<file path="config.mk">
export PLATFORM = sky130hd
export DESIGN_NAME = softmax_ctrl
export DESIGN_NICKNAME = d
export VERILOG_FILES = /design/src/softmax_pkg.sv /design/src/softmax_ctrl.sv
export SDC_FILE = /design/constraint.sdc
export NUM_CORES = 1
export LEC_CHECK = 0
export BUFFER_PORTS_ARGS = -buffer_cell sky130_fd_sc_hd__buf_2
export CAP_MARGIN = 20
export CORE_AREA = 4 4 41 43
export CTS_BUF_LIST = sky130_fd_sc_hd__clkbuf_16
export DETAILED_ROUTE_END_ITERATION = 16
export DIE_AREA = 0 0 45 47
export SYNTH_ARGS = -nofsm -noshare
export SYNTH_HDL_FRONTEND = slang
export SYNTH_SLANG_ARGS = --single-unit
</file>
<file path="constraint.sdc">
create_clock -name clk -period 2.65 [get_ports clk]
set_input_delay 0.6625 -clock clk [delete_from_list [all_inputs] [get_ports clk]]
set_output_delay 0.6625 -clock clk [all_outputs]
set_load 0.02 [all_outputs]
</file>
<file path="src/softmax_pkg.sv">
package softmax_pkg;

    ////////////////////////////////////////////////////////////
    // 18-bit float: {sign, 8b exponent, 9b mantissa}
    // mantissa keeps an explicit leading one, msb 0 means zero
    ////////////////////////////////////////////////////////////
    typedef logic [17:0] fp18_t;
    typedef logic [7:0]  fp_exp_t;      // exponent field
    typedef logic [8:0]  fp_man_t;      // mantissa field

    typedef logic [8:0]  lut_addr_t;    // {diff sign, 8b magnitude}
    typedef logic [7:0]  cfg_shift_t;   // mantissa right shift

    // host side table write
    typedef struct packed {
        logic      en;
        lut_addr_t addr;
        fp18_t     data;
    } lut_wr_t;

    // controller phases
    typedef enum logic [1:0] {
        IDLE,
        LOAD,
        STREAM
    } seq_state_t;

endpackage
</file>
<file path="src/softmax_ctrl.sv">
module softmax_ctrl
    import softmax_pkg::*;
#(
    parameter int  VEC_LEN = 8,
    localparam int IDX_W   = $clog2(VEC_LEN)
) (
    input  logic             clk,
    input  logic             rst_n,
    input  logic             idata_valid,
    output logic             wr_en,
    output logic             rd_en,
    output logic [IDX_W-1:0] wr_idx,
    output logic [IDX_W-1:0] rd_idx,
    output logic             busy,
    input  logic             sum_valid
);

    seq_state_t       state;
    logic [IDX_W-1:0] wr_ptr;
    logic [IDX_W-1:0] rd_ptr;
    logic             busy_q;
    logic             last_wr;     // final element accepted
    logic             last_rd;     // final element read

    // busy drops on the edge that raises sum_valid
    assign busy    = busy_q && !sum_valid;
    assign wr_en   = idata_valid && !busy;     // pulses while busy are dropped
    assign rd_en   = (state == STREAM);
    assign wr_idx  = wr_ptr;
    assign rd_idx  = rd_ptr;
    assign last_wr = wr_en && (wr_ptr == IDX_W'(VEC_LEN - 1));
    assign last_rd = rd_en && (rd_ptr == IDX_W'(VEC_LEN - 1));

    ////////////////////////////////////////////////////////////
    // phase FSM and pointers
    ////////////////////////////////////////////////////////////
    always_ff @(posedge clk or negedge rst_n) begin
        if (!rst_n) begin
            state  <= IDLE;
            wr_ptr <= '0;
            rd_ptr <= '0;
            busy_q <= 1'b0;
        end else begin
            case (state)
                IDLE:    if (wr_en) state <= LOAD;
                LOAD:    if (last_wr) state <= STREAM;
                STREAM:  if (last_rd) state <= IDLE;    // busy stays up until sum
                default: state <= IDLE;
            endcase
            if (wr_en) wr_ptr <= last_wr ? '0 : wr_ptr + 1'b1;
            if (rd_en) rd_ptr <= last_rd ? '0 : rd_ptr + 1'b1;
            if (last_wr)        busy_q <= 1'b1;
            else if (sum_valid) busy_q <= 1'b0;
        end
    end

    // reads only inside the busy window
    a_rd_in_busy: assert property (@(posedge clk) disable iff (!rst_n)
        rd_en |-> busy);

    a_wr_idx_range: assert property (@(posedge clk) disable iff (!rst_n)
        int'(wr_ptr) < VEC_LEN);

endmodule

</file>
* Word-level counts from Yosys, hierarchy flattened *
Index checks and enable logic that the tools add are counted.

storage, ports and cells
  memory bits (writable) = 0
  register bits after elaboration = 9
  output and inout port bits = 9
  word-level logic and storage cells = 30
  ROM bits = 0
  latch bits = 0
  memories = 0
  input port bits = 4

operators by class
  $lt $le $gt $ge = 0
  div/mod/pow operators = 0
  multipliers = 0
  eq/ne operators = 7
  shift operators = 0
  reductions and logical operators = 9
  $add $sub $neg = 2
  multiplexer cells = 8
  bitwise operators = 0

operators with widths
  cell                                                                     number
  3-bit by 1-bit adder with 3-bit output, second input constant            2
  3-bit == test, second input constant                                     2
  2-bit 2-to-1 mux                                                         3
  3-bit 2-to-1 mux                                                         2
  2-bit one-hot mux with 3 select lines                                    1
  1-bit logical AND                                                        4
  2-bit inequality test, second input constant                             2
  3-bit AND reduction                                                      1
  2-bit by 1-bit == test with 1-bit output, second input constant          1
  2-bit == test, second input constant                                     1
  1-bit logical NOT                                                        2
  2-bit logical NOT                                                        1
  1-bit 2-to-1 mux                                                         2
  2-bit by 1-bit inequality test with 1-bit output, second input constant  1
  2-bit nonzero test                                                       1

* Depth between registers and ports, before layout *
Gate-level depths: netlist (run 1).

  depth after elaboration = 7
  depth in mapped cells = 5
  mapped depth without buffers = 5

* Worst setup path after synthesis (run 1) *
No wires, ideal clock.

  path type = input port to output port
  start point = in sum_valid
  end point = out wr_en
  data required time = 1987 ps
  stages = 3
  arrival = 1005 ps
  setup slack = 982 ps
  path buffers = 0
  path through = nand2b_4 > nand2_4 > inv_1

between the ends
  word-level cells in the longest chain between the ends = 4

ends and longest elaborated chain
  element            line                RTL
  from (decl)        softmax_ctrl.sv:15  input logic sum_valid
  1-bit logical NOT  softmax_ctrl.sv:26  assign busy = busy_q && !sum_valid;
  1-bit logical AND  softmax_ctrl.sv:26
  1-bit logical NOT  softmax_ctrl.sv:27  assign wr_en = idata_valid && !busy;
  1-bit logical AND  softmax_ctrl.sv:27
  to (decl)          softmax_ctrl.sv:10  output logic wr_en,

Every way passes these cells.

* Final worst setup path (run 1) *
Ends and elaborated chain as after synthesis.

==> impl_metrics.toml, run 1 <==
[status]
status = "finished clean"

[cts]
cts_tree = "built"
htreeDepth = 1
post_cts_buffers = 0
clock_sinks = 9
hold_buffers = 0
post_cts_resized = 0
clk_latency_ns = 0.23
clock_path_buffers = 2
cts-root-buf = "clkbuf_16"
cts_inserted_buffers = 3
clkTransAtPathRegs_ns = 0.04

[layout]
area_growth_pct = 30.2
nets = 64
mostFrequentLayoutCells = "12 x buf_2, 9 x dfrtp_1, 4 x inv_1, 4 x nand2_1, 4 x ha_1"
layout_commonest_cell = "buf_2"
diodes = 0
fillCellCount = 134
fin_util_pct = 48.6
drive_above_1_share_pct = 41.8

[die]
placeableCoreArea_sq_mm = 0.00130
die_area_sq_mm = 0.00212
chipWidth_um = 45
dieHeight_um = 47
start_util_pct = 37.3
io_pins = 13
num_rows = 13

[place]
portBuffers = 12
place_congestion = 0.700

[sta]
worst_pin_slew_ns = 0.277
min_period_over_period_pct = 70.4
relSlewSlack_pct = 81.6
setup_viol = 0
finalHoldViolCount = 0
rsz0062_at_grt = "no"
post-route-min-period_ns = 1.87
fin_skew_ns = 0.000668
slew_viol_final = 0
setup_tns_ns = 0
fmaxAchievable_ghz = 0.536
hold_slack_ns = 0.275

[routing]
ant_nets = 0
drt_iter0_markers = 4
drt-total-wl_um = 789
vias_per_cell = 4.60
drc = 0
drt-wirelength-per-cell_um = 11.3
firstDrtPassIters = 4
dr_total_vias = 322

[synth]
synth_area_sq_um = 485
synthCells = 40
syn_avg_cell_area_sq_um = 12.1
synth_nets = 48
yosysWarnings = 0
synth_cell_type_count = 18
synth-seq-cells = 9
ys_seq_area_share_pct = 46.4

[pwr]
totalPowerFinal_uw = 810
power.density_mw_per_mm2 = 1280
cellLeakagePower_uw = 0.000362
ir_worst_vdd_mv = 0.612

[job]
maxCapViolations = 0

[worst_setup_path]
r2r_slack_ns = 1.28
cp-start-kind = "input pin"
path_max_fanout = 5
cp-end-kind = "primary output"
worst-setup-path-type = "in2out"
required_ns = 1.99
arrival_ns = 1.20

[global_routing]
grtUsageMet1_pct = 8.27
grt_max_degree = 10
grt_pass1_vias = 291
antenna_found_initial = 0
grt.total_usage_pct = 9.05
grt_pass1_wl_um = 1230
gr-usage-met2_pct = 14.4
gr-total-overflow = 0
grt.busiest_layer = "met2"
gr-usage-met3_pct = 5.75

[hold_path]
holdCritPathClass = "in2async"
[cells by family (layout without fill, tap and decap cells)]
family          after synthesis  after routing  share of synthesized area, %
simple gates                 14             14                          20.4
flops                         9              9                          46.4
compound gates                6              6                          9.02
fa+ha+maj                     4              4                          10.3
buf+inv                       4             19                          4.64
mux                           3              3                          9.28
[power breakdown]
group / total [uW] / internal (uW) / switching (uW) / leakage (uW)
clock: 258 / 197 / 61.1 / 0.0000423
combinational: 300 / 149 / 151 / 0.000208
sequential: 252 / 198 / 54.3 / 0.000111
total: 810 / 544 / 266 / 0.000362
[flip-flops by register name (all words and copies together), names as in the netlist]
name,flops
rd_idx,3
wr_idx,3
state,2
busy_q,1
[metrics by stage]
stage | area (sq um) | instances | setup slack (ns)
3_3_place_gp | 553 | 66 | 0.783
4_1_cts | 632 | 70 | 0.780
5_1_grt | 632 | 70 | 0.748
6_report | 632 | 70 | 0.784
2_1_floorplan | 485 | 40 | 0.982
3_5_place_dp | 553 | 66 | 0.784
[cells in the mapped netlist]
cell type  instances  area share, %
dfrtp_1            9             46
ha_1               4             10
nand2_1            4            3.1
inv_1              3            2.3
mux2_4             3            9.3
nand2b_1           3            3.9
nor2b_1            2            2.6
o21ai_0            2            2.1
a211oi_2           1            2.6
a21o_1             1            1.5
a21oi_1            1            1.0
buf_6              1            2.3
nand2_4            1            2.3
nand2b_4           1            2.8
nor2_1             1           0.77
nor2b_4            1            2.8
nor3_2             1            2.1
o2bb2ai_1          1            1.8
[final timing paths]
kind | depth (start not counted) | to | startpoint
max | 5 | wr_en | sum_valid
max in group asynchronous | 1 | wr_idx[0]$_DFFE_PN0P_ | rst_n
min in group clk | 1 | state[0]$_DFFE_PN0P_ | state[1]$_DFFE_PN0P_
min | 1 | rd_idx[2]$_DFFE_PN0P_ | rst_n
max reg2reg | 4 | wr_idx[2]$_DFFE_PN0P_ | wr_idx[0]$_DFFE_PN0P_
min reg2reg | 1 | state[0]$_DFFE_PN0P_ | state[1]$_DFFE_PN0P_
[cell type report]
type | count | area (sq um) | share of cell area [%]
clock buffers | 3 | 75.1 | 11.9
clock inverters | 1 | 3.75 | 0.594
inverters | 3 | 11.3 | 1.78
multi-input cells | 27 | 238 | 37.6
flip-flops and latches | 9 | 225 | 35.6
well taps | 15 | 18.8 | 2.97
repair buffers | 12 | 60.1 | 9.50
[worst max-delay path, stage by stage]
cell and delay, ns:
buf_2 0.09, nand2b_4 0.16, nand2_4 0.10, inv_1 0.04, buf_2 0.15
[per-layer routing]
| metal | wire [um] | vias to the layer above |
|---|---|---|
| met2 | 370 | 10 |
| met3 | 65 | 2 |
| met4 | 19 | 0 |
| met1 | 333 | 148 |
| met5 | 0 | - |
| li1 | - | 162 |
Power figures use the tool's default switching activity.
==> run 2, diff against run 1 <==
==> constraint.sdc (replaced) <==
create_clock -name clk -period 1.7 [get_ports clk]
set_input_delay 0.425 -clock clk [delete_from_list [all_inputs] [get_ports clk]]
set_output_delay 0.425 -clock clk [all_outputs]
set_load 0.02 [all_outputs]
==> run 2 against run 1 <==
Total power grew 56%. Non-clock buffer count is the same. Global-route usage grew 1.2 points. Clock-buffer cell count is the same. Critical path type is now reg2out. Critical path depth shrank 2. Wire length grew 4.1%. Clock skew is essentially flat. Die area is the same. Critical endpoint is now rd_en. Utilization is the same. Flip-flop and latch count is the same. Cell area is the same.
==> impl_metrics.toml, run 2 (synthesized netlist as in run 1, its figures left out) <==
[global_routing]
grt_pass1_wl_um = 1470
grt.total_usage_pct = 10.3
grt_pass1_vias = 332
grt_max_degree = 10
gr-total-overflow = 0
antenna_found_initial = 0

[layout]
diodes = 0
nets = 64
seqCellArea_sq_um = 225
layout_commonest_cell = "buf_2"
drive_above_1_share_pct = 41.8
multi_input_area_sq_um = 238
final-instance-count-excl-fill = 70
mostFrequentLayoutCells = "12 x buf_2, 9 x dfrtp_1, 4 x inv_1, 4 x nand2_1, 4 x ha_1"
fillCellCount = 131
area_growth_pct = 30.2

[pwr]
p_seq_share_pct = 31.0
cellLeakagePower_uw = 0.000362
totalPowerFinal_uw = 1260
power.density_mw_per_mm2 = 2000
p_int_uw = 847
ir_worst_vdd_mv = 1.09
power_frac_comb_pct = 36.9
p_clk_share_pct = 32.1
switching_power_uw = 416
switching_share_pct = 32.9

[die]
io_pins = 13
num_rows = 13
die_area_sq_mm = 0.00212
dieHeight_um = 47
chipWidth_um = 45
start_util_pct = 37.3
placeableCoreArea_sq_mm = 0.00130

[cts]
post_cts_resized = 0
cts_inserted_buffers = 3
clock_sinks = 9
cts_tree = "built"
clock_path_buffers = 2
clk_latency_ns = 0.23
htreeDepth = 1
post_cts_buffers = 0
clkTransAtPathRegs_ns = 0.04
cts-root-buf = "clkbuf_16"
hold_buffers = 0

[sta]
finalHoldViolCount = 0
rsz0062_at_grt = "no"
relSlewSlack_pct = 81.6
setup_tns_ns = 0
fmaxAchievable_ghz = 0.639
post-route-min-period_ns = 1.56
slew_viol_final = 0
setup_ws_ns = 0.136
worst_pin_slew_ns = 0.276
min_period_over_period_pct = 92.0
setup_viol = 0
fin_skew_ns = 0.00110

[worst_setup_path]
cp-start-kind = "flop"
arrival_ns = 1.14
worst-setup-path-type = "reg2out"
cp_top_family = "flip-flops"
cp-end-kind = "primary output"
max_stage_delay_ns = 0.40
cp_num_buf_inv = 2
required_ns = 1.27
path_max_fanout = 8
crit_slowest_cell = "dfrtp_1"
crit_path_cell_trace = "nand2b_1 > inv_1 > buf_2"

[job]
maxCapViolations = 0

[status]
status = "finished clean"

[place]
dpl.cell_count = 66
portBuffers = 12
pre_cts_slack_ns = 0.307
place_congestion = 0.695

[routing]
drt-wirelength-per-cell_um = 11.7
ant_nets = 0
drc = 0
drt-total-wl_um = 821
drt_iter0_markers = 5
vias_per_cell = 4.61
dr_total_vias = 323
firstDrtPassIters = 4

[hold_path]
holdCritPathClass = "in2async"
## run 2: worst paths after layout
kind                                  startpoint               endpoint  slack (ns)  cells past startpoint
setup / recovery            state[0]$_DFFE_PN0P_                  rd_en        0.14                      3
max in group asynchronous                  rst_n   state[0]$_DFFE_PN0P_        1.48                      1
setup reg to reg           wr_idx[0]$_DFFE_PN0P_  wr_idx[2]$_DFFE_PN0P_        0.30                      4
hold reg to reg             state[1]$_DFFE_PN0P_   state[0]$_DFFE_PN0P_        0.48                      1
min in group clk            state[1]$_DFFE_PN0P_   state[0]$_DFFE_PN0P_        0.48                      1
hold / removal                             rst_n  rd_idx[2]$_DFFE_PN0P_        0.04                      1
## run 2: final cells by class
type / count / area share (%)
tap: 15 / 2.97
clock inverter: 1 / 0.594
clock buffer: 3 / 11.9
inverter: 3 / 1.78
timing repair buffer: 12 / 9.50
multi-input combinational: 27 / 37.6
sequential: 9 / 35.6
## run 2: layer usage
metal / vias to the layer above / share of wire (%) / GRT usage, %
met4: 0 / 0 / 5.26
met1: 150 / 42 / 11.2
li1: 163 / - / -
met2: 10 / 48 / 16.1
met5: - / 0 / 0
met3: 0 / 9.7 / 5.75
## run 2: power groups by stage
| stage | sequential (uW) | combinational, uW | clock, uW |
|---|---|---|---|
| 6_report | 392 | 466 | 405 |
| 5_1_grt | 412 | 523 | 434 |
| 4_1_cts | 394 | 480 | 420 |
| 3_5_place_dp | 395 | 474 | 0 |
| 3_3_place_gp | 392 | 464 | 0 |
| 2_1_floorplan | 469 | 270 | 0 |
## run 2: worst reg2reg max path: stages, from the launching register on
cell and delay, ns:
dfrtp_1 0.42, ha_1 0.22, ha_1 0.26, nor2b_1 0.12, mux2_4 0.26
## run 2: stage by stage
step                      utilization (%)  hold WS (ns)  area [sq um]
final                                48.6        0.0371           632
after global routing                 48.6        0.0482           632
after CTS                            48.6        0.0406           632
after detailed placement             42.5         0.290           553
after global placement               42.5         0.289           553
after floorplan                         -         0.129           485
