===== config.mk =====
export PLATFORM = sky130hd
export DESIGN_NAME = vec_buffer
export DESIGN_NICKNAME = d
export VERILOG_FILES = /design/src/softmax_pkg.sv /design/src/vec_buffer.sv /design/src/fp_add.sv
export SDC_FILE = /design/constraint.sdc
export NUM_CORES = 1
export LEC_CHECK = 0
export BUFFER_PORTS_ARGS = -buffer_cell sky130_fd_sc_hd__buf_2
export CORE_MARGIN = 2
export CORE_UTILIZATION = 55
export CTS_CLUSTER_SIZE = 14
export DETAILED_ROUTE_END_ITERATION = 6
export GPL_TIMING_DRIVEN = 0
export PLACE_DENSITY = 0.72
export SETUP_SLACK_MARGIN = 0.2
export SLEW_MARGIN = 25
export SYNTH_ARGS = -nofsm -noshare
export SYNTH_HDL_FRONTEND = slang
export SYNTH_SLANG_ARGS = --single-unit

===== constraint.sdc =====
create_clock -name clk -period 10.42 [get_ports clk]
set_input_delay 1.042 -clock clk [delete_from_list [all_inputs] [get_ports clk]]
set_output_delay 1.042 -clock clk [all_outputs]
set_load 0.03 [all_outputs]

===== src/softmax_pkg.sv =====
package softmax_pkg;

    ////////////////////////////////////////////////////////////
    // 18-bit float: {sign, 8b exponent, 9b mantissa}
    // mantissa keeps an explicit leading one, msb 0 means zero
    ////////////////////////////////////////////////////////////
    typedef logic [17:0] fp18_t;
    typedef logic [7:0]  fp_exp_t;      // exponent field
    typedef logic [8:0]  fp_man_t;      // mantissa field

    typedef logic [8:0]  lut_addr_t;    // {diff sign, 8b magnitude}
    typedef logic [7:0]  cfg_shift_t;   // mantissa right shift

    // host side table write
    typedef struct packed {
        logic      en;
        lut_addr_t addr;
        fp18_t     data;
    } lut_wr_t;

    // controller phases
    typedef enum logic [1:0] {
        IDLE,
        LOAD,
        STREAM
    } seq_state_t;

endpackage

===== src/vec_buffer.sv =====
module vec_buffer
    import softmax_pkg::*;
#(
    parameter int  VEC_LEN = 8,
    localparam int IDX_W   = $clog2(VEC_LEN)
) (
    input  logic             clk,
    input  logic             rst_n,
    input  logic             wr_en,
    input  logic [IDX_W-1:0] wr_idx,
    input  fp18_t            idata,
    input  logic             rd_en,
    input  logic [IDX_W-1:0] rd_idx,
    output fp18_t            diff,
    output logic             diff_valid
);

    fp18_t elem_mem [VEC_LEN];   // element store
    fp18_t max_q;                // running maximum
    fp18_t neg_max;
    fp18_t sub_out;

    // x beats y under the max rule
    function automatic logic beats(input fp18_t x, input fp18_t y);
        logic diff_sign;
        diff_sign = x[17] ^ y[17];
        if (diff_sign)
            return !x[17];                  // positive wins over negative
        else if (!x[17])
            return x[16:0] > y[16:0];       // both positive, bigger magnitude
        else
            return x[16:0] < y[16:0];       // both negative, smaller magnitude
    endfunction

    ////////////////////////////////////////////////////////////
    // store and track max
    ////////////////////////////////////////////////////////////
    always_ff @(posedge clk) begin
        if (wr_en) elem_mem[wr_idx] <= idata;
    end

    // first element of a vector seeds the max
    always_ff @(posedge clk) begin
        if (wr_en && (wr_idx == '0 || beats(idata, max_q))) max_q <= idata;
    end

    ////////////////////////////////////////////////////////////
    // element minus max, one register
    ////////////////////////////////////////////////////////////
    assign neg_max = {~max_q[17], max_q[16:0]};

    fp_add u_sub (
        .a (elem_mem[rd_idx]),
        .b (neg_max),
        .y (sub_out)
    );

    always_ff @(posedge clk) begin
        if (rd_en) diff <= sub_out;
    end

    always_ff @(posedge clk or negedge rst_n) begin
        if (!rst_n) diff_valid <= 1'b0;
        else        diff_valid <= rd_en;
    end

endmodule


===== src/fp_add.sv =====
module fp_add
    import softmax_pkg::*;
(
    input  fp18_t a,
    input  fp18_t b,
    output fp18_t y
);

    logic       a_big;         // a has the larger magnitude
    logic       sb;            // sign of larger
    logic       ss;            // sign of smaller
    fp_exp_t    eb;
    fp_exp_t    es;
    fp_exp_t    ediff;
    fp_man_t    mb;
    fp_man_t    ms;
    logic [9:0] ms_al;         // aligned smaller mantissa, bit 9 spare
    logic [9:0] msum;          // raw sum or difference
    logic [3:0] lz;            // leading zeros of a difference

    ////////////////////////////////////////////////////////////
    // order operands by magnitude
    ////////////////////////////////////////////////////////////
    // {exp, man} compares as one unsigned magnitude
    assign a_big = (a[16:0] > b[16:0]);

    always_comb begin
        if (a_big) begin
            sb = a[17];
            eb = a[16:9];
            mb = a[8:0];
            ss = b[17];
            es = b[16:9];
            ms = b[8:0];
        end else begin
            sb = b[17];   // ties land here too
            eb = b[16:9];
            mb = b[8:0];
            ss = a[17];
            es = a[16:9];
            ms = a[8:0];
        end
    end

    assign ediff = eb - es;

    ////////////////////////////////////////////////////////////
    // align, add or subtract, normalize
    ////////////////////////////////////////////////////////////
    always_comb begin
        ms_al = '0;
        msum  = '0;
        lz    = '0;
        y     = '0;
        if (!mb[8] && !ms[8]) begin
            y = '0;                               // 0 + 0
        end else if (!ms[8] || ediff > 8'd8) begin
            y = {sb, eb, mb};                     // smaller one drops out
        end else begin
            ms_al = {1'b0, ms} >> ediff;          // truncating align
            if (sb == ss) begin
                msum = {1'b0, mb} + ms_al;
                if (msum[9]) begin
                    // carry out, one step right
                    y = {sb, eb + 8'd1, msum[9:1]};
                end else begin
                    y = {sb, eb, msum[8:0]};
                end
            end else begin
                msum = {1'b0, mb} - ms_al;        // never negative, mb is larger
                if (msum[8:0] == 9'd0) begin
                    y = '0;                       // exact cancel, clean zero
                end else begin
                    // highest set bit wins
                    for (int i = 0; i < 9; i++) begin
                        if (msum[i]) lz = 4'(8 - i);
                    end
                    y = {sb, eb - fp_exp_t'(lz), fp_man_t'(msum[8:0] << lz)};
                end
            end
        end
    end

endmodule


== Word-level counts from Yosys, hierarchy flattened ==
Memories as Yosys holds them, arrays and structs flattened.
Cells that the tools add are included.

* Register bits after elaboration: 37
* Bits in writable memories: 144
* Bits of input ports: 28
* Output and inout bits: 19
* Word-level logic and storage cells: 54
* Memories kept: 1

* $add $sub $neg: 5
* Magnitude comparators: 4
* Equality and inequality tests: 1
* Shift-type cells: 2
* Muxes and demuxes: 27
* Bitwise gates (word level): 2
* Reductions and logical operators: 9

{| class="wikitable"
|+ Memories
! memory !! words !! bits a word !! rd ports !! clocked after memory_dff !! write ports !! line !! source
|-
| elem_mem || 8 || 18 || 1 || 0 || 1 || vec_buffer.sv:18 || <nowiki>fp18_t elem_mem [VEC_LEN];</nowiki>
|}

{| class="wikitable"
|+ Operators with widths
! cell !! number
|-
| $mux 18 || 3
|-
| $mux 4 || 13
|-
| $gt 17x17->1 || 2
|-
| $mux 9 || 2
|-
| $lt 17x17->1 || 1
|-
| $mux 17 || 1
|-
| $mux 8 || 2
|-
| $add 9x10->10 || 1
|-
| $shr 9x8->10 || 1
|-
| $logic_not 9->1 || 1
|-
| $shl 9x4->9 || 1
|-
| $sub 9x9->9 || 1
|-
| $add 8x1->8 const B || 1
|-
| $gt 8x4->1 const B || 1
|-
| $sub 8x4->8 || 1
|-
| $sub 8x8->8 || 1
|-
| $mux 1 || 6
|-
| $logic_not 1->1 || 3
|-
| $logic_not 3->1 || 1
|-
| $logic_and 1x1->1 || 2
|-
| $logic_or 1x1->1 || 2
|-
| $eq 1x1->1 || 1
|-
| $not 1->1 || 1
|-
| $xor 1x1->1 || 1
|}

== Depth between registers and ports, before layout ==
An unclocked memory read counts as a cell.

* Word-level depth: 23
* Depth in mapped cells: 42
* Mapped depth without buffers: 38

== Modules after synthesis ==
Synthesis repeated with hierarchy kept, for this count alone.

* Cells, all modules: 863
* Area, all modules: 10938.0 sq um

{| class="wikitable"
|+ Modules (own cells, without submodules)
! module !! instances !! cells an instance !! area an instance (sq um) !! seq. area each (sq um)
|-
| vec_buffer || 1 || 325 || 7155.6 || 5430.2
|-
| fp_add || 1 || 538 || 3782.4 || 0.0
|}

== Worst setup path after synthesis ==
OpenSTA, ideal clock, no wires.

* Kind: input to register
* From: in rd_idx[0]
* To: reg diff[14] (data pin)
* Setup time: 0.180 ns
* Arrival time: 9.983 ns
* Required time: 10.240 ns
* Slack: 0.257 ns
* Stages: 38
* Path buffers: 5
* Cells stage by stage: buf_2 -> buf_2 -> buf_1 -> mux4_2 -> mux2_2 -> ha_1 -> and3b_1 -> a221o_1 -> a211o_1 -> o211ai_4 -> clkbuf_1 -> a21oi_1 -> ha_1 -> a21oi_1 -> mux2_2 -> o221ai_2 -> a221oi_1 -> xor2_1 -> [... 2 more ...] -> buf_6 -> or3_1 -> ha_1 -> nor2b_1 -> a221o_1 -> a211oi_1 -> nand2_1 -> nor4_1 -> clkinv_1 -> ha_1 -> o21ai_0 -> nand2b_1 -> a21oi_1 -> nand2_1 -> xnor2_1 -> nor2_1 -> a21oi_1 -> a221oi_1

* Cells in the longest elaborated chain, start to end: 23
* Elaborated cells between the ends (all ways): 38
* Those cells by class: 5 x add/sub; 2 x order compare; 1 x eq/ne; 1 x shift; 23 x mux; 5 x reduce/logical; 1 x memory

{| class="wikitable"
|+ RTL lines
! item !! line !! source
|-
| start, declared || vec_buffer.sv:13 || <nowiki>input logic [IDX_W-1:0] rd_idx,</nowiki>
|-
| $mem_v2 8x18 * || n/a ||
|-
| $gt 17x17->1 || fp_add.sv:25 || <nowiki>assign a_big = (a[16:0] > b[16:0]);</nowiki>
|-
| $mux 8 || fp_add.sv:28 || <nowiki>if (a_big) begin</nowiki>
|-
| $sub 8x8->8 || fp_add.sv:45 || <nowiki>assign ediff = eb - es;</nowiki>
|-
| $shr 9x8->10 || fp_add.sv:60 || <nowiki>ms_al = {1'b0, ms} >> ediff;</nowiki>
|-
| $sub 9x9->9 || fp_add.sv:70 || <nowiki>msum = {1'b0, mb} - ms_al;</nowiki>
|-
| $mux 4 (9 in a row) || fp_add.sv:76 || <nowiki>if (msum[i]) lz = 4'(8 - i);</nowiki>
|-
| $mux 4 || fp_add.sv:71 || <nowiki>if (msum[8:0] == 9'd0) begin</nowiki>
|-
| $mux 4 || fp_add.sv:61 || <nowiki>if (sb == ss) begin</nowiki>
|-
| $mux 4 || fp_add.sv:57 || <nowiki>end else if (!ms[8] || ediff > 8'd8) begin</nowiki>
|-
| $mux 4 || fp_add.sv:55 || <nowiki>if (!mb[8] && !ms[8]) begin</nowiki>
|-
| $sub 8x4->8 || fp_add.sv:78 || <nowiki>y = {sb, eb - fp_exp_t'(lz), fp_man_t'(msum[8:0] << lz)};</nowiki>
|-
| $mux 18 || fp_add.sv:71 ||
|-
| $mux 18 || fp_add.sv:61 ||
|-
| $mux 18 || fp_add.sv:57 ||
|-
| end signal, assigned || vec_buffer.sv:59 || <nowiki>if (rd_en) diff <= sub_out;</nowiki>
|-
| end, declared || vec_buffer.sv:14 || <nowiki>output fp18_t diff,</nowiki>
|}

Every way passes the cells marked *; elsewhere a longest branch is shown, timed or not. The select of a mux whose other input is x is not followed.
A chain may end at the register's enable or synchronous reset.

== Final worst setup path ==
Same ends and word-level chain as after synthesis.

==> flow_metrics.tcl <==
set metrics [dict create \
    outcome "finished clean" \
    tightest_slew_ns 0.686 \
    grt_pass1_wl_um 36900 \
    synth.avg_cell_area_um2 12.6 \
    rsz0062_at_grt "no" \
    power_w 0.00242 \
    powerDensity_mw_per_mm2 206 \
    ff2ff_path_depth 37 \
    critical_path_class "in2reg" \
    dr.pass1.iters 5 \
    syn_area_mm2 0.0103 \
    htreeDepth 4 \
    grt_pass1_vias 6977 \
    die_y_um 141 \
    die_area_mm2 0.0199 \
    setup-tns-final_ns 0 \
    cts-root-buf "clkbuf_16" \
    maxSlewViolCount 0 \
    insertion_delay_ns 0.44 \
    path_clk_slew_ns 0.07 \
    async_flop_share 0.00552 \
    rows 50 \
    synth_cell_types 72 \
    synthToLayoutAreaGrowth_pct 13.4 \
    crit_path_end_kind "register" \
    port_buffers 44 \
    design_area_mm2 0.0117 \
    grt_usage 0.242 \
    final_nets 987 \
    die_x_um 141 \
    placed_area_mm2 0.0110 \
    cts.sinks 181 \
    synth-edff-count 180 \
    setup_viol 0 \
    syn_inst 821 \
    p_leak_nw 4.45 \
    synth_ff_type "edfxtp_1" \
    crit_path_start_kind "input port" \
    post-dp-hpwl_um 16600 \
    drt_iter0_drc 522 \
    critPathSlowestCell "mux4_2" \
    globalplace.congestion 0.914 \
    drc 0 \
    ant_nets 0 \
    routed_via_density 6.07 \
    final_cells 1143 \
    cap_violations 0 \
    crit_cells 39 \
    cts_buffers 17 \
    avgRoutedWirePerCell_um 20.3 \
    yosys-top-cells-area "edfxtp_1, mux4_2, ha_1, mux2i_1, nor2_1" \
    synth_top_area_cell "edfxtp_1" \
    fin_crit_sh 0.932 \
    cp.arrival_ns 9.97 \
    io_pins 47 \
    cp_data_required_time_ns 10.68 \
    ys.warnings.count 0 \
    synth_top_area_frac 0.523 \
    initial_core_util 0.556 \
    vdd_drop_max_mv 0.126 \
    synth-seq-area-share 0.525 \
    fmax_mhz 103 \
    core_area_mm2 0.0186 \
    grt_max_degree 21 \
    synth-seq-cells 181 \
    crit_fanout 10 \
    crit_family "compound AO/OA/AOI/OAI gates" \
    cpPeakStageDelay_ns 0.55 \
    maxSlewHeadroom 0.530 \
    path_buf_inv 8 \
    fin_util 0.631 \
    overflow 0 \
    dp_cells 1104 \
    hold_class "in2async" \
    antenna_found_initial 0 \
    fin_skew_ns 0.0109 \
    finalHoldViolations 0 \
    syn_nets 912 \
    vias 6940 \
    final_layout_size_suffix_gt1_frac 0.212 \
    finalWirelength_um 23300 \
    clock_path_buffers 2 \
    cts_tree "yes" \
    min_period_ns 9.71 \
    hold_buffers 0 \
    antenna_cells 0 \
]
==> cells in the final DEF, fill, tap and decap left out, drive strengths merged, types with 6 or more instances in the layout <==
cell type	netlist	layout
a21oi	44	44
nand2	49	49
edfxtp	180	180
nor2	64	64
inv	51	59
nand4	7	7
nor2b	7	7
nor3	14	14
mux4	36	36
o21ai	45	45
or3	8	8
a211oi	9	9
ha	60	60
clkinv	2	9
o211ai	6	6
o21a	7	7
xnor2	17	17
nand3	7	7
a21o	14	14
mux2i	36	36
or2	7	7
clkbuf	21	37
nand2b	12	12
xor2	6	6
and3	7	7
mux2	15	15
buf	12	69
==> power breakdown <==
group	leakage (nW)	switching (W)	internal (W)	total, W
clock	0.293	0.000316	0.000326	0.000642
combinational	2.48	0.000565	0.000354	0.000919
sequential	1.67	0.0000106	0.000845	0.000856
total	4.45	0.000892	0.00152	0.00242
==> cell usage after synthesis, types with 8 or more instances <==
master / n
a21o_1: 14
inv_1: 51
nor3_1: 14
nand2_1: 48
ha_1: 60
nand2b_1: 12
edfxtp_1: 180
xnor2_1: 17
o21ai_0: 44
nor2_1: 64
mux2_2: 15
mux4_2: 36
mux2i_1: 35
a21oi_1: 44
clkbuf_1: 21
a211oi_1: 9
or3_1: 8
==> layout make-up <==
| type | instances | area [um2] |
|---|---|---|
| flip-flops and latches | 181 | 5430 |
| clock inverters | 15 | 179 |
| fillers | 1423 | 6860 |
| multi-input cells | 554 | 4680 |
| clock buffers | 17 | 425 |
| plain buffers | 33 | 189 |
| inverters | 53 | 200 |
| well taps | 234 | 293 |
| repair buffers | 56 | 318 |
==> worst paths after layout <==
path / startpoint / to / slack (ns)
hold / removal: rst_n / diff_valid$_DFF_PN0_ / 0.36
setup / recovery: rd_idx[0] / diff[14]$_SDFFCE_PP0P_ / 0.71
max in group asynchronous: rst_n / diff_valid$_DFF_PN0_ / 9.98
hold reg to reg: max_q[16]$_DFFE_PP_ / diff[16]$_SDFFCE_PP0P_ / 0.94
setup reg to reg: elem_mem[4][14]$_DFFE_PP_ / diff[14]$_SDFFCE_PP0P_ / 1.29
min in group clk: idata[9] / elem_mem[2][9]$_DFFE_PP_ / 0.91
==> cell families after synthesis <==
family	count (synthesis)	synth area share
and+or+nand+nor	197	0.0915
AOI/OAI and AO/OA	184	0.120
DFF	181	0.525
muxes	87	0.131
buffers and inverters	86	0.0340
adders and majority gates	63	0.0785
xor gates and xnor gates	23	0.0195
==> stage by stage <==
step                setup slack, ns  hold slack, ns
floorplan                     0.257           0.746
global placement              -1.66           0.816
detailed placement            -1.82           0.819
CTS                           0.201           0.346
global route                 0.0994           0.346
finish                        0.707           0.360
==> registers in the layout (all words and copies together) (netlist names) <==
| name | count |
|---|---|
| diff | 18 |
| max_q | 18 |
| diff_valid | 1 |
| elem_mem | 144 |
==> worst reg2reg max path, delay by kind of cell, from the launching register on <==
kind,cells,cell delay (ns)
AO/OA/AOI/OAI,13,3.00
adder cells (fa/ha/maj),4,1.36
multiplexers,3,1.06
XOR/XNOR,2,0.32
buffers and inverters,6,0.94
flip-flops,1,0.37
AND/OR/NAND/NOR,9,1.91
==> per-layer routing <==
layer	up-vias	global-route usage	share of wire
li1	3311	-	-
met1	3350	0.314	0.42
met2	233	0.414	0.50
met3	46	0.0448	0.052
met4	0	0.0816	0.025
met5	-	0	0
==> what timing repair did <==
| item | CTS | global route |
|---|---|---|
| resized for setup | 20 | 15 |
| pin swaps | 0 | 5 |
| setup endpoints to repair | 18 | 9 |
| buffers inserted | 0 | 7 |
(Power assumes the default switching activity.)
