File: src/softmax_pkg.sv
package softmax_pkg;

    ////////////////////////////////////////////////////////////
    // 18-bit float: {sign, 8b exponent, 9b mantissa}
    // mantissa keeps an explicit leading one, msb 0 means zero
    ////////////////////////////////////////////////////////////
    typedef logic [17:0] fp18_t;
    typedef logic [7:0]  fp_exp_t;      // exponent field
    typedef logic [8:0]  fp_man_t;      // mantissa field

    typedef logic [8:0]  lut_addr_t;    // {diff sign, 8b magnitude}
    typedef logic [7:0]  cfg_shift_t;   // mantissa right shift

    // host side table write
    typedef struct packed {
        logic      en;
        lut_addr_t addr;
        fp18_t     data;
    } lut_wr_t;

    // controller phases
    typedef enum logic [1:0] {
        IDLE,
        LOAD,
        STREAM
    } seq_state_t;

endpackage
File: src/exp_accum.sv
module exp_accum
    import softmax_pkg::*;
#(
    parameter int  VEC_LEN = 8,
    localparam int CNT_W   = $clog2(VEC_LEN)
) (
    input  logic  clk,
    input  logic  rst_n,
    input  fp18_t exp_val,
    input  logic  exp_valid,
    output fp18_t sum,
    output logic  sum_valid
);

    fp18_t            acc_q;      // running total
    fp18_t            acc_next;
    logic [CNT_W-1:0] cnt_q;      // exponents seen so far
    logic             last_exp;

    fp_add u_acc (
        .a (acc_q),
        .b (exp_val),
        .y (acc_next)
    );

    assign last_exp = exp_valid && (cnt_q == CNT_W'(VEC_LEN - 1));

    always_ff @(posedge clk or negedge rst_n) begin
        if (!rst_n) begin
            acc_q     <= '0;
            cnt_q     <= '0;
            sum_valid <= 1'b0;
        end else begin
            sum_valid <= last_exp;
            if (last_exp) begin
                acc_q <= '0;           // ready for next vector
                cnt_q <= '0;
            end else if (exp_valid) begin
                acc_q <= acc_next;
                cnt_q <= cnt_q + 1'b1;
            end
        end
    end

    // sum held until next vector completes
    always_ff @(posedge clk) begin
        if (last_exp) sum <= acc_next;
    end

endmodule

File: src/fp_add.sv
module fp_add
    import softmax_pkg::*;
(
    input  fp18_t a,
    input  fp18_t b,
    output fp18_t y
);

    logic       a_big;         // a has the larger magnitude
    logic       sb;            // sign of larger
    logic       ss;            // sign of smaller
    fp_exp_t    eb;
    fp_exp_t    es;
    fp_exp_t    ediff;
    fp_man_t    mb;
    fp_man_t    ms;
    logic [9:0] ms_al;         // aligned smaller mantissa, bit 9 spare
    logic [9:0] msum;          // raw sum or difference
    logic [3:0] lz;            // leading zeros of a difference

    ////////////////////////////////////////////////////////////
    // order operands by magnitude
    ////////////////////////////////////////////////////////////
    // {exp, man} compares as one unsigned magnitude
    assign a_big = (a[16:0] > b[16:0]);

    always_comb begin
        if (a_big) begin
            sb = a[17];
            eb = a[16:9];
            mb = a[8:0];
            ss = b[17];
            es = b[16:9];
            ms = b[8:0];
        end else begin
            sb = b[17];   // ties land here too
            eb = b[16:9];
            mb = b[8:0];
            ss = a[17];
            es = a[16:9];
            ms = a[8:0];
        end
    end

    assign ediff = eb - es;

    ////////////////////////////////////////////////////////////
    // align, add or subtract, normalize
    ////////////////////////////////////////////////////////////
    always_comb begin
        ms_al = '0;
        msum  = '0;
        lz    = '0;
        y     = '0;
        if (!mb[8] && !ms[8]) begin
            y = '0;                               // 0 + 0
        end else if (!ms[8] || ediff > 8'd8) begin
            y = {sb, eb, mb};                     // smaller one drops out
        end else begin
            ms_al = {1'b0, ms} >> ediff;          // truncating align
            if (sb == ss) begin
                msum = {1'b0, mb} + ms_al;
                if (msum[9]) begin
                    // carry out, one step right
                    y = {sb, eb + 8'd1, msum[9:1]};
                end else begin
                    y = {sb, eb, msum[8:0]};
                end
            end else begin
                msum = {1'b0, mb} - ms_al;        // never negative, mb is larger
                if (msum[8:0] == 9'd0) begin
                    y = '0;                       // exact cancel, clean zero
                end else begin
                    // highest set bit wins
                    for (int i = 0; i < 9; i++) begin
                        if (msum[i]) lz = 4'(8 - i);
                    end
                    y = {sb, eb - fp_exp_t'(lz), fp_man_t'(msum[8:0] << lz)};
                end
            end
        end
    end

endmodule

File: config.mk
export PLATFORM = sky130hd
export DESIGN_NAME = exp_accum
export DESIGN_NICKNAME = d
export VERILOG_FILES = /design/src/softmax_pkg.sv /design/src/exp_accum.sv /design/src/fp_add.sv
export SDC_FILE = /design/constraint.sdc
export NUM_CORES = 1
export LEC_CHECK = 0
export BUFFER_PORTS_ARGS = -buffer_cell sky130_fd_sc_hd__buf_2
export CAP_MARGIN = 10
export CELL_PAD_IN_SITES_DETAIL_PLACEMENT = 1
export CELL_PAD_IN_SITES_GLOBAL_PLACEMENT = 2
export CORE_MARGIN = 5
export CORE_UTILIZATION = 40
export DETAILED_ROUTE_END_ITERATION = 10
export PLACE_DENSITY_LB_ADDON = 0.1
export SYNTH_ARGS = -nofsm -noshare
export SYNTH_HDL_FRONTEND = slang
export SYNTH_SLANG_ARGS = --single-unit
File: constraint.sdc
create_clock -name clk -period 17.5 [get_ports clk]
set_clock_uncertainty 0.1 [all_clocks]
set_input_delay 2.625 -clock clk [delete_from_list [all_inputs] [get_ports clk]]
set_output_delay 2.625 -clock clk [all_outputs]
set_load 0.02 [all_outputs]
### Word-level counts from Yosys, hierarchy flattened

Index checks and enable logic that the tools add are counted.

| operators by class | value |
|---|---|
| add/sub/neg operators | 6 |
| $lt $le $gt $ge | 2 |
| equal/unequal tests | 2 |
| shift operators | 2 |
| mux-type cells | 28 |
| reductions and logical operators | 7 |

Operators with widths:

| cell | number |
|---|---|
| 18-bit two-way mux | 6 |
| 4-bit two-way mux | 13 |
| 9-bit two-way mux | 2 |
| 17-bit greater-than comparator | 1 |
| 17-bit two-way mux | 1 |
| 8-bit two-way mux | 2 |
| 9-bit by 10-bit adder with 10-bit output | 1 |
| 9-bit by 8-bit >> shifter with 10-bit output | 1 |
| 9-bit zero test | 1 |
| 9-bit by 4-bit << shifter with 9-bit output | 1 |
| 9-bit subtractor | 1 |
| 8-bit by 1-bit adder with 8-bit output (second input constant) | 1 |
| 8-bit by 4-bit greater-than comparator with 1-bit output (second input constant) | 1 |
| 8-bit by 4-bit subtractor with 8-bit output | 1 |
| 8-bit subtractor | 1 |
| 3-bit two-way mux | 2 |
| 3-bit by 1-bit adder with 3-bit output (second input constant) | 1 |
| 3-bit equality test (second input constant) | 1 |
| 1-bit logical AND | 2 |
| 1-bit zero test | 2 |
| 1-bit two-way mux | 2 |
| 2-bit nonzero test | 1 |
| 1-bit equality test | 1 |
| 1-bit logical OR | 1 |

| storage, ports and cells | value |
|---|---|
| register bits | 40 |
| output and inout port bits | 19 |
| word-level logic and storage cells | 51 |

### Depth between registers and ports, before layout

Gate-level depths: netlist of run 1.

| depth | value |
|---|---|
| word-level depth | 25 |
| mapped depth | 39 |

### By module

From an unflattened synthesis of run 1, not the netlist that was laid out.

| unflattened totals | value |
|---|---|
| cell total of the unflattened synthesis | 608 |
| area, all modules | 5,146.2 um2 |

Modules (own cells, without submodules):

| module | instances | cells each | area an instance (um2) | sequential area each (um2) |
|---|---|---|---|---|
| fp_add | 1 | 538 | 3,782.4 | 0.0 |
| exp_accum | 1 | 70 | 1,363.8 | 1,091.0 |

### Worst setup path before layout of run 1

No wires, ideal clock.

| timing | value |
|---|---|
| path kind | input -> register |
| from | input port exp_val[14] |
| to | register sum[16] (data pin) |
| data arrival time | 9.774 ns |
| required time | 17.134 ns |
| slack | 7.360 ns |
| stages on the path | 38 |
| path through | inv_1 ha_1 a211oi_2 nor2_1 or3_4 a22oi_4 buf_4 a22oi_1 ha_1 a221oi_2 o211ai_2 a221oi_4 nor2_1 o32ai_2 clkbuf_1 nor2_1 o21ai_0 inv_1 [... 2 more ...] a21oi_1 nand2b_1 a311o_1 xor2_1 nand2_1 nor2_1 inv_1 ha_1 nor2b_1 o21ai_0 nand2b_1 a21oi_1 nand2_1 or3_1 and3_1 nor4_1 o22a_1 nor2_1 |

| on the way | value |
|---|---|
| word-level cells in the longest chain between the ends | 23 |

RTL lines:

| element | line | RTL |
|---|---|---|
| from (decl) | exp_accum.sv:9 | `input fp18_t exp_val,` |
| 17-bit greater-than comparator | fp_add.sv:25 | `assign a_big = (a[16:0] > b[16:0]);` |
| 8-bit two-way mux | fp_add.sv:28 | `if (a_big) begin` |
| 8-bit subtractor | fp_add.sv:45 | `assign ediff = eb - es;` |
| 9-bit by 8-bit >> shifter with 10-bit output | fp_add.sv:60 | `ms_al = {1'b0, ms} >> ediff;` |
| 9-bit subtractor | fp_add.sv:70 | `msum = {1'b0, mb} - ms_al;` |
| 4-bit two-way mux (9 in series) | fp_add.sv:76 | `if (msum[i]) lz = 4'(8 - i);` |
| 4-bit two-way mux | fp_add.sv:71 | `if (msum[8:0] == 9'd0) begin` |
| 4-bit two-way mux | fp_add.sv:61 | `if (sb == ss) begin` |
| 4-bit two-way mux | fp_add.sv:57 | `end else if (!ms[8] \|\| ediff > 8'd8) begin` |
| 4-bit two-way mux | fp_add.sv:55 | `if (!mb[8] && !ms[8]) begin` |
| 8-bit by 4-bit subtractor with 8-bit output | fp_add.sv:78 | `y = {sb, eb - fp_exp_t'(lz), fp_man_t'(msum[8:0] << lz)};` |
| 18-bit two-way mux | fp_add.sv:71 |  |
| 18-bit two-way mux | fp_add.sv:61 |  |
| 18-bit two-way mux | fp_add.sv:57 |  |
| 18-bit two-way mux (*) | fp_add.sv:55 |  |
| net acc_next[16] | exp_accum.sv:16 | `fp18_t acc_next;` |
| to (signal assigned) | exp_accum.sv:47 | `if (last_exp) sum <= acc_next;` |
| to (decl) | exp_accum.sv:11 | `output fp18_t sum,` |

Mark *: on every way through the listed nets, which the timed path passes. The rest lies on a longest branch. The select of a mux whose other input is x is not followed.
A chain may end at the register's enable or synchronous reset.

### Worst setup path after layout of run 1

| timing | value |
|---|---|
| from | input port exp_val[9] |
| to | register sum[16] (data pin) |

Same word-level chain as after synthesis.

==> results of run 1 <==
stage by stage:
stage	total power, mW	setup slack, ps	cell area, µm²	cells	util [%]
floorplan	0.924	7360	5050	645	-
finish	1.31	5990	5540	836	44.3
global route	1.42	5290	5540	836	44.3
CTS	1.31	6030	5540	836	44.3
global placement	1.17	5970	5370	828	42.9
detailed placement	1.19	5800	5370	828	42.9
cells by family after synthesis:
| logic type | synth area share [%] |
|---|---|
| and+or+nand+nor | 21.6 |
| AOI/OAI and AO/OA | 25.7 |
| buffers and inverters | 7.03 |
| adders and majority gates | 12.1 |
| DFF | 21.6 |
| muxes | 7.90 |
| xor gates and xnor gates | 4.16 |
cells in the mapped netlist, types with 3 or more instances:
| cell type | number | area (µm²) |
|---|---|---|
| a211oi_1 | 7 | 52.6 |
| a21boi_0 | 4 | 30.0 |
| a21o_1 | 8 | 60.1 |
| a21oi_1 | 48 | 240 |
| a221oi_1 | 4 | 35.0 |
| a22oi_1 | 3 | 22.5 |
| a31oi_1 | 7 | 43.8 |
| and2_1 | 6 | 37.5 |
| and3_1 | 12 | 75.1 |
| buf_1 | 6 | 22.5 |
| clkbuf_1 | 22 | 82.6 |
| dfrtp_1 | 22 | 551 |
| edfxtp_1 | 18 | 541 |
| fa_1 | 3 | 60.1 |
| ha_1 | 44 | 551 |
| inv_1 | 57 | 214 |
| mux2_2 | 3 | 33.8 |
| mux2i_1 | 32 | 320 |
| nand2_1 | 48 | 180 |
| nand2b_1 | 12 | 75.1 |
| nand3_1 | 15 | 75.1 |
| nand3b_1 | 5 | 37.5 |
| nor2_1 | 58 | 218 |
| nor2b_1 | 12 | 75.1 |
| nor3_1 | 21 | 105 |
| nor4_1 | 4 | 25.0 |
| o211ai_1 | 3 | 22.5 |
| o21a_1 | 5 | 37.5 |
| o21ai_0 | 33 | 165 |
| o21bai_1 | 8 | 60.1 |
| o22ai_1 | 18 | 113 |
| o31ai_1 | 4 | 30.0 |
| o32ai_1 | 6 | 52.6 |
| or2_2 | 6 | 37.5 |
| or3_1 | 5 | 31.3 |
| xnor2_1 | 13 | 114 |
| xor2_1 | 11 | 96.3 |
layer usage:
layer	vias up	share of wire (%)
met5	-	0
met2	121	50
met4	0	2.4
met1	2479	44
met3	29	3.9
li1	2373	-
cell type report:
class                   instances  area [µm²]
fillers                      1580        6970
flip-flops and latches         40        1090
clock buffers                   5         125
well taps                     172         215
inverters                      59         221
multi-input cells             514        3620
repair buffers                 43         225
clock inverters                 3        47.5
worst register-to-register path: cells and delay by family, from the launching register on:
kind,cells,cell delay [ps]
buffers and inverters,2,400
AOI/OAI and AO/OA,8,2150
DFF,1,430
and+or+nand+nor,14,3450
muxes,1,450
xor gates and xnor gates,2,780
adders and majority gates,3,1440
state kept, by name, summed over array words and instances, names as in the netlist:
name	flops
cnt_q	3
sum_valid	1
sum	18
acc_q	18
power breakdown:
| part | switching (mW) | internal [mW] |
|---|---|---|
| combinational | 0.659 | 0.384 |
| sequential | 0.0273 | 0.128 |
| clock | 0.0449 | 0.0679 |
how the worst max path moves through the flow:
stage	start	to	slack [ps]
floorplan	exp_val[14]	sum[16]	7360
global placement	exp_val[9]	sum[16]	5970
detailed placement	exp_val[9]	sum[16]	5800
CTS	exp_val[9]	sum[16]	6030
global route	exp_val[9]	sum[16]	5290
finish	exp_val[9]	sum[16]	5990
==> key figures, run 1 <==
Status
  • Outcome: complete, no violations

Clock network
  • Hold-fix buffers at CTS: 0
  • CTS clk-pin slew, worst paths: 70 ps
  • CTS sink cnt: 40
  • PostCTS Resize Cnt: 0
  • Num CTS Buffers: 5
  • Worst-Skew Late Latency: 310 ps
  • Setup bufs post-CTS: 0
  • Root Buffer: clkbuf_16
  • TritonCTS clock tree: yes
  • Clock Path Buffers: 2
  • H-tree depth: 2

Global routing
  • Largest net degree at the start of global routing: 50
  • GRT Total Usage: 24.0%
  • First-pass GRT wire length: 27.8 mm
  • Met2 usage: 43.7%
  • Top Usage Layer GRT: met2
  • Vias in the first global route: 5145
  • Initial antenna violation count: 0
  • Gr ovfl total: 0
  • M3 GR Usage: 3.46%
  • Met1 usage: 29.2%

Min path
  • Worst hold path endpoint: cnt_q[0]
  • Worst Hold Depth: 1
  • Hold Startpoint: cnt_q[0]
  • Worst min-delay path class: register to register

Die
  • Core area: 12500 µm²
  • Row count: 41
  • Initial Utilization: 40.4%
  • Die extent in x: 122 µm
  • Die Height: 122 µm
  • DIE AREA: 15000 µm²
  • Top-Level Pins: 40

Logic synthesis
  • Sequential-to-total area share from yosys stat: 21.6%
  • Post-synth EDFFs: 18
  • Mapped Avg Cell Area: 7.84 µm²
  • Distinct cells, synth: 78
  • Ys flop type: dfrtp_1
  • Post-synthesis cell count: 645
  • Synth Warn #: 0
  • FF+latch count, synth: 40
  • Syn_nets: 713
  • FFs w/ async S/R, synth: 55.0%
  • Mapped Area: 5050 µm²

Timing
  • Setup TNS: 0 ps
  • Fin. Hold Viols: 0
  • Unrepaired setup endpoints after global routing: false
  • Hold Slack: 441 ps
  • Max-slew headroom: 28.3%
  • Slew Viols, Final: 0
  • Final setup viols: 0
  • Fmax achieved: 86.9 MHz
  • Tightest Pin Transition: 1070 ps
  • Min Tclk post-route: 11510 ps
  • Period utilization: 65.8%

Power and ir drop
  • Leak: 2.44 nW
  • Peak supply drop: 0.0858 mV
  • Pwr per Cell Area: 237 nW/µm²

Setup path
  • CP endpoint kind: register
  • Critical Path Source Type: input pin
  • Worst EP arrival: 11460 ps
  • Reg2Reg Setup Slack: 8040 ps
  • CP Class: input pin to register
  • R2r worst-path depth: 30
  • Slowest stage cell, crit path: a22o_2
  • CP bufs+invs: 4
  • Worst endpoint required time: 17450 ps
  • Maximum fanout along the worst path: 49
  • RR Endpoint: sum[16]
  • Stages on worst setup path: 32
  • RR Startpoint: acc_q[9]
  • Cell family with most CP delay: simple AND/OR/NAND/NOR gates
  • Slowest stage delay, CP: 870 ps

Detailed routing
  • Vias: 5002
  • Final wirelength: 17.6 mm
  • Pre-antenna DRT Iters: 6
  • Starting DRT DRC Count: 350
  • Routed vias/inst: 5.98
  • WL/cell: 21.0 µm
  • Drt drc: 0
  • Antenna viol nets, final: 0

Placed design
  • Final Wtd Congestion: 0.898
  • IO Port Bufs: 39
  • Dpl hpwl: 13.8 mm

Cells and area
  • ANT cells: 0
  • Most frequent cells in the layout: nor2_1, inv_1, nand2_1, a21oi_1, ha_1
  • Commonest non-fill, non-tap cell in the layout: nor2_1
  • Area growth from synthesis to layout: 9.65%
  • Share of post-route cells with drive strength above 1: 11.9%
  • Nets@finish: 731

Job
  • # Max-Cap Violations: 0
Power figures use the tool's default switching activity.
==> run 2, diff against run 1 <==
--- a/config.mk
+++ b/config.mk
@@ -10,7 +10,7 @@
 export CELL_PAD_IN_SITES_DETAIL_PLACEMENT = 1
 export CELL_PAD_IN_SITES_GLOBAL_PLACEMENT = 2
 export CORE_MARGIN = 5
-export CORE_UTILIZATION = 40
+export CORE_UTILIZATION = 37
 export DETAILED_ROUTE_END_ITERATION = 10
 export PLACE_DENSITY_LB_ADDON = 0.1
 export SYNTH_ARGS = -nofsm -noshare
==> constraint.sdc (replaced) <==
create_clock -name clk -period 12 [get_ports clk]
set_clock_uncertainty 0.1 [all_clocks]
set_input_delay 1.8 -clock clk [delete_from_list [all_inputs] [get_ports clk]]
set_output_delay 1.8 -clock clk [all_outputs]
set_load 0.02 [all_outputs]
==> run 2 against run 1 <==
- combinational power up 45%
- die area up 7.4%
- clock-buffer cell count up 2
- cell count up 0.60%
- total power up 46%
- non-clock buffer count up 1
- worst hold slack worse by 59 ps
- clock power up 50%
- register-to-register slack worse by 5400 ps
- global-route usage down 1.6 points
- sequential cell count unchanged
- utilization down 2.4 points
- critical endpoint unchanged
==> key figures, run 2 (same netlist as run 1, synthesis figures left out) <==
Setup path
  • Cell family with most CP delay: compound AO/OA/AOI/OAI gates
  • Slowest stage cell, crit path: o32ai_2
  • CP bufs+invs: 3 (-1)
  • CP Class: input pin to register
  • CP endpoint kind: register
  • Maximum fanout along the worst path: 15 (-69%)
  • Worst EP arrival: 10540 ps (-920 ps)
  • Worst endpoint required time: 11940 ps (-5510 ps)
  • Slowest stage delay, CP: 860 ps (about the same)
  • Critical Path Source Type: input pin

Die
  • Core area: 13300 µm² (+6.2%)
  • Die Height: 127 µm (+3.7%)
  • Top-Level Pins: 40 (unchanged)
  • Die extent in x: 127 µm (+3.7%)
  • DIE AREA: 16100 µm² (+7.4%)
  • Row count: 42 (+2.4%)
  • Initial Utilization: 38.0% (-2.4 points)

Timing
  • Unrepaired setup endpoints after global routing: false
  • Max-slew headroom: 19.0% (-9.4 points)
  • Fin. Hold Viols: 0 (unchanged)
  • Final setup viols: 0 (unchanged)
  • Fmax achieved: 94.4 MHz
  • Slew Viols, Final: 0 (unchanged)
  • Tightest Pin Transition: 1220 ps (+141 ps)
  • Setup TNS: 0 ps (unchanged)
  • Period utilization: 88.3%
  • Min Tclk post-route: 10600 ps

Detailed routing
  • Routed met2 length: 8.88 mm (+1.2%)
  • Pre-antenna DRT Iters: 4 (-2)
  • Routed vias/inst: 5.84 (-2.3%)
  • WL met1: 8.37 mm (+9.2%)
  • Met3 WL: 445 µm (-36%)
  • WL/cell: 21.3 µm (+1.5%)
  • Starting DRT DRC Count: 288 (-18%)
  • Final wirelength: 17.9 mm (+2.1%)
  • Antenna viol nets, final: 0 (unchanged)
  • Vias: 4915 (-1.7%)
  • Top layer in use: met4
  • Drt drc: 0 (unchanged)

Global routing
  • Initial antenna violation count: 0 (unchanged)
  • GRT Total Usage: 22.3% (-1.6 points)
  • First-pass GRT wire length: 28.7 mm (+2.9%)
  • Gr ovfl total: 0 (unchanged)
  • Vias in the first global route: 5182 (+0.72%)
  • Largest net degree at the start of global routing: 44 (-12%)

Placed design
  • Final Wtd Congestion: 0.901 (+0.24%)
  • Dpl cells: 833 (+0.60%)
  • Dpl hpwl: 14.1 mm (+1.9%)
  • IO Port Bufs: 39 (unchanged)

Clock network
  • H-tree depth: 2 (unchanged)
  • TritonCTS clock tree: yes
  • Setup bufs post-CTS: 0 (unchanged)
  • PostCTS Resize Cnt: 0 (unchanged)
  • Worst-Skew Late Latency: 290 ps (-20 ps)
  • CTS clk-pin slew, worst paths: 60 ps (about the same)
  • CTS sink cnt: 40 (unchanged)
  • Root Buffer: clkbuf_16
  • Num CTS Buffers: 5 (unchanged)
  • Clock Path Buffers: 2 (unchanged)
  • Hold-fix buffers at CTS: 0 (unchanged)

Cells and area
  • Most frequent cells in the layout: nor2_1, inv_1, nand2_1, a21oi_1, ha_1
  • Area growth from synthesis to layout: 10.1%
  • Commonest non-fill, non-tap cell in the layout: nor2_1
  • ANT cells: 0 (unchanged)
  • Share of post-route cells with drive strength above 1: 12.0% (+0.13 points)
  • Nets@finish: 732 (+0.14%)
  • Top flop regs: acc_q: 18 flops, sum: 18 flops, cnt_q: 3 flops
  • Layout Cells excl Fill: 841 (+0.60%)

Job
  • # Max-Cap Violations: 0 (unchanged)

Status
  • Outcome: complete, no violations

Power and ir drop
  • Leak: 2.46 nW (+0.48%)
  • Pwr per Cell Area: 343 nW/µm² (+45%)
  • Peak supply drop: 0.163 mV (+89%)

Min path
  • Worst min-delay path class: register to register
## run 2: cell count changes in the layout (fill, tap and decap cells not counted)
| cell | before | now |
|---|---|---|
| clkbuf_8 | 0 | 2 |
| buf_4 | 4 | 5 |
| clkinv_4 | 2 | 0 |
## run 2: report_power, final
group / switching, mW / internal [mW]
clock network: 0.0601 / 0.110
registers: 0.0389 / 0.187
logic: 0.956 / 0.557
total: 1.05 / 0.854
## run 2: layer usage
metal,global-route usage [%],vias up
li1,-,2379
met1,29.6,2443
met2,39.2,78
met3,2.56,15
met4,4.73,0
met5,0,-
## run 2: worst paths after layout
kind | start | endpoint | slack, ps | cells past startpoint
setup reg to reg | acc_q[13] | sum[16] | 2630 | 34
min in group asynchronous | rst_n | acc_q[17] | 1430 | 1
setup / recovery | exp_val[13] | sum[16] | 1400 | 36
max in group asynchronous | rst_n | acc_q[2] | 9940 | 1
hold reg to reg | cnt_q[0] | cnt_q[0] | 380 | 1
hold / removal | cnt_q[0] | cnt_q[0] | 380 | 1
## run 2: cell type report
type / count / area (µm²)
clock buffer: 7 / 153
fill: 1649 / 7730
timing repair buffer: 44 / 233
tap: 176 / 220
inverter: 59 / 221
sequential: 40 / 1090
multi-input combinational: 514 / 3620
clock inverter: 1 / 30.0
## run 2: stage by stage
step           cell area [µm²]  hold slack (ps)  utilization, %  power [mW]  setup slack, ps
3_3_place_gp              5380              365            40.5        1.71             1370
6_report                  5570              382            41.9        1.91             1400
2_1_floorplan             5050              357               -        1.35             2690
4_1_cts                   5570              389            41.9        1.90             1470
3_5_place_dp              5380              380            40.5        1.72             1220
5_1_grt                   5570              417            41.9        2.07              575
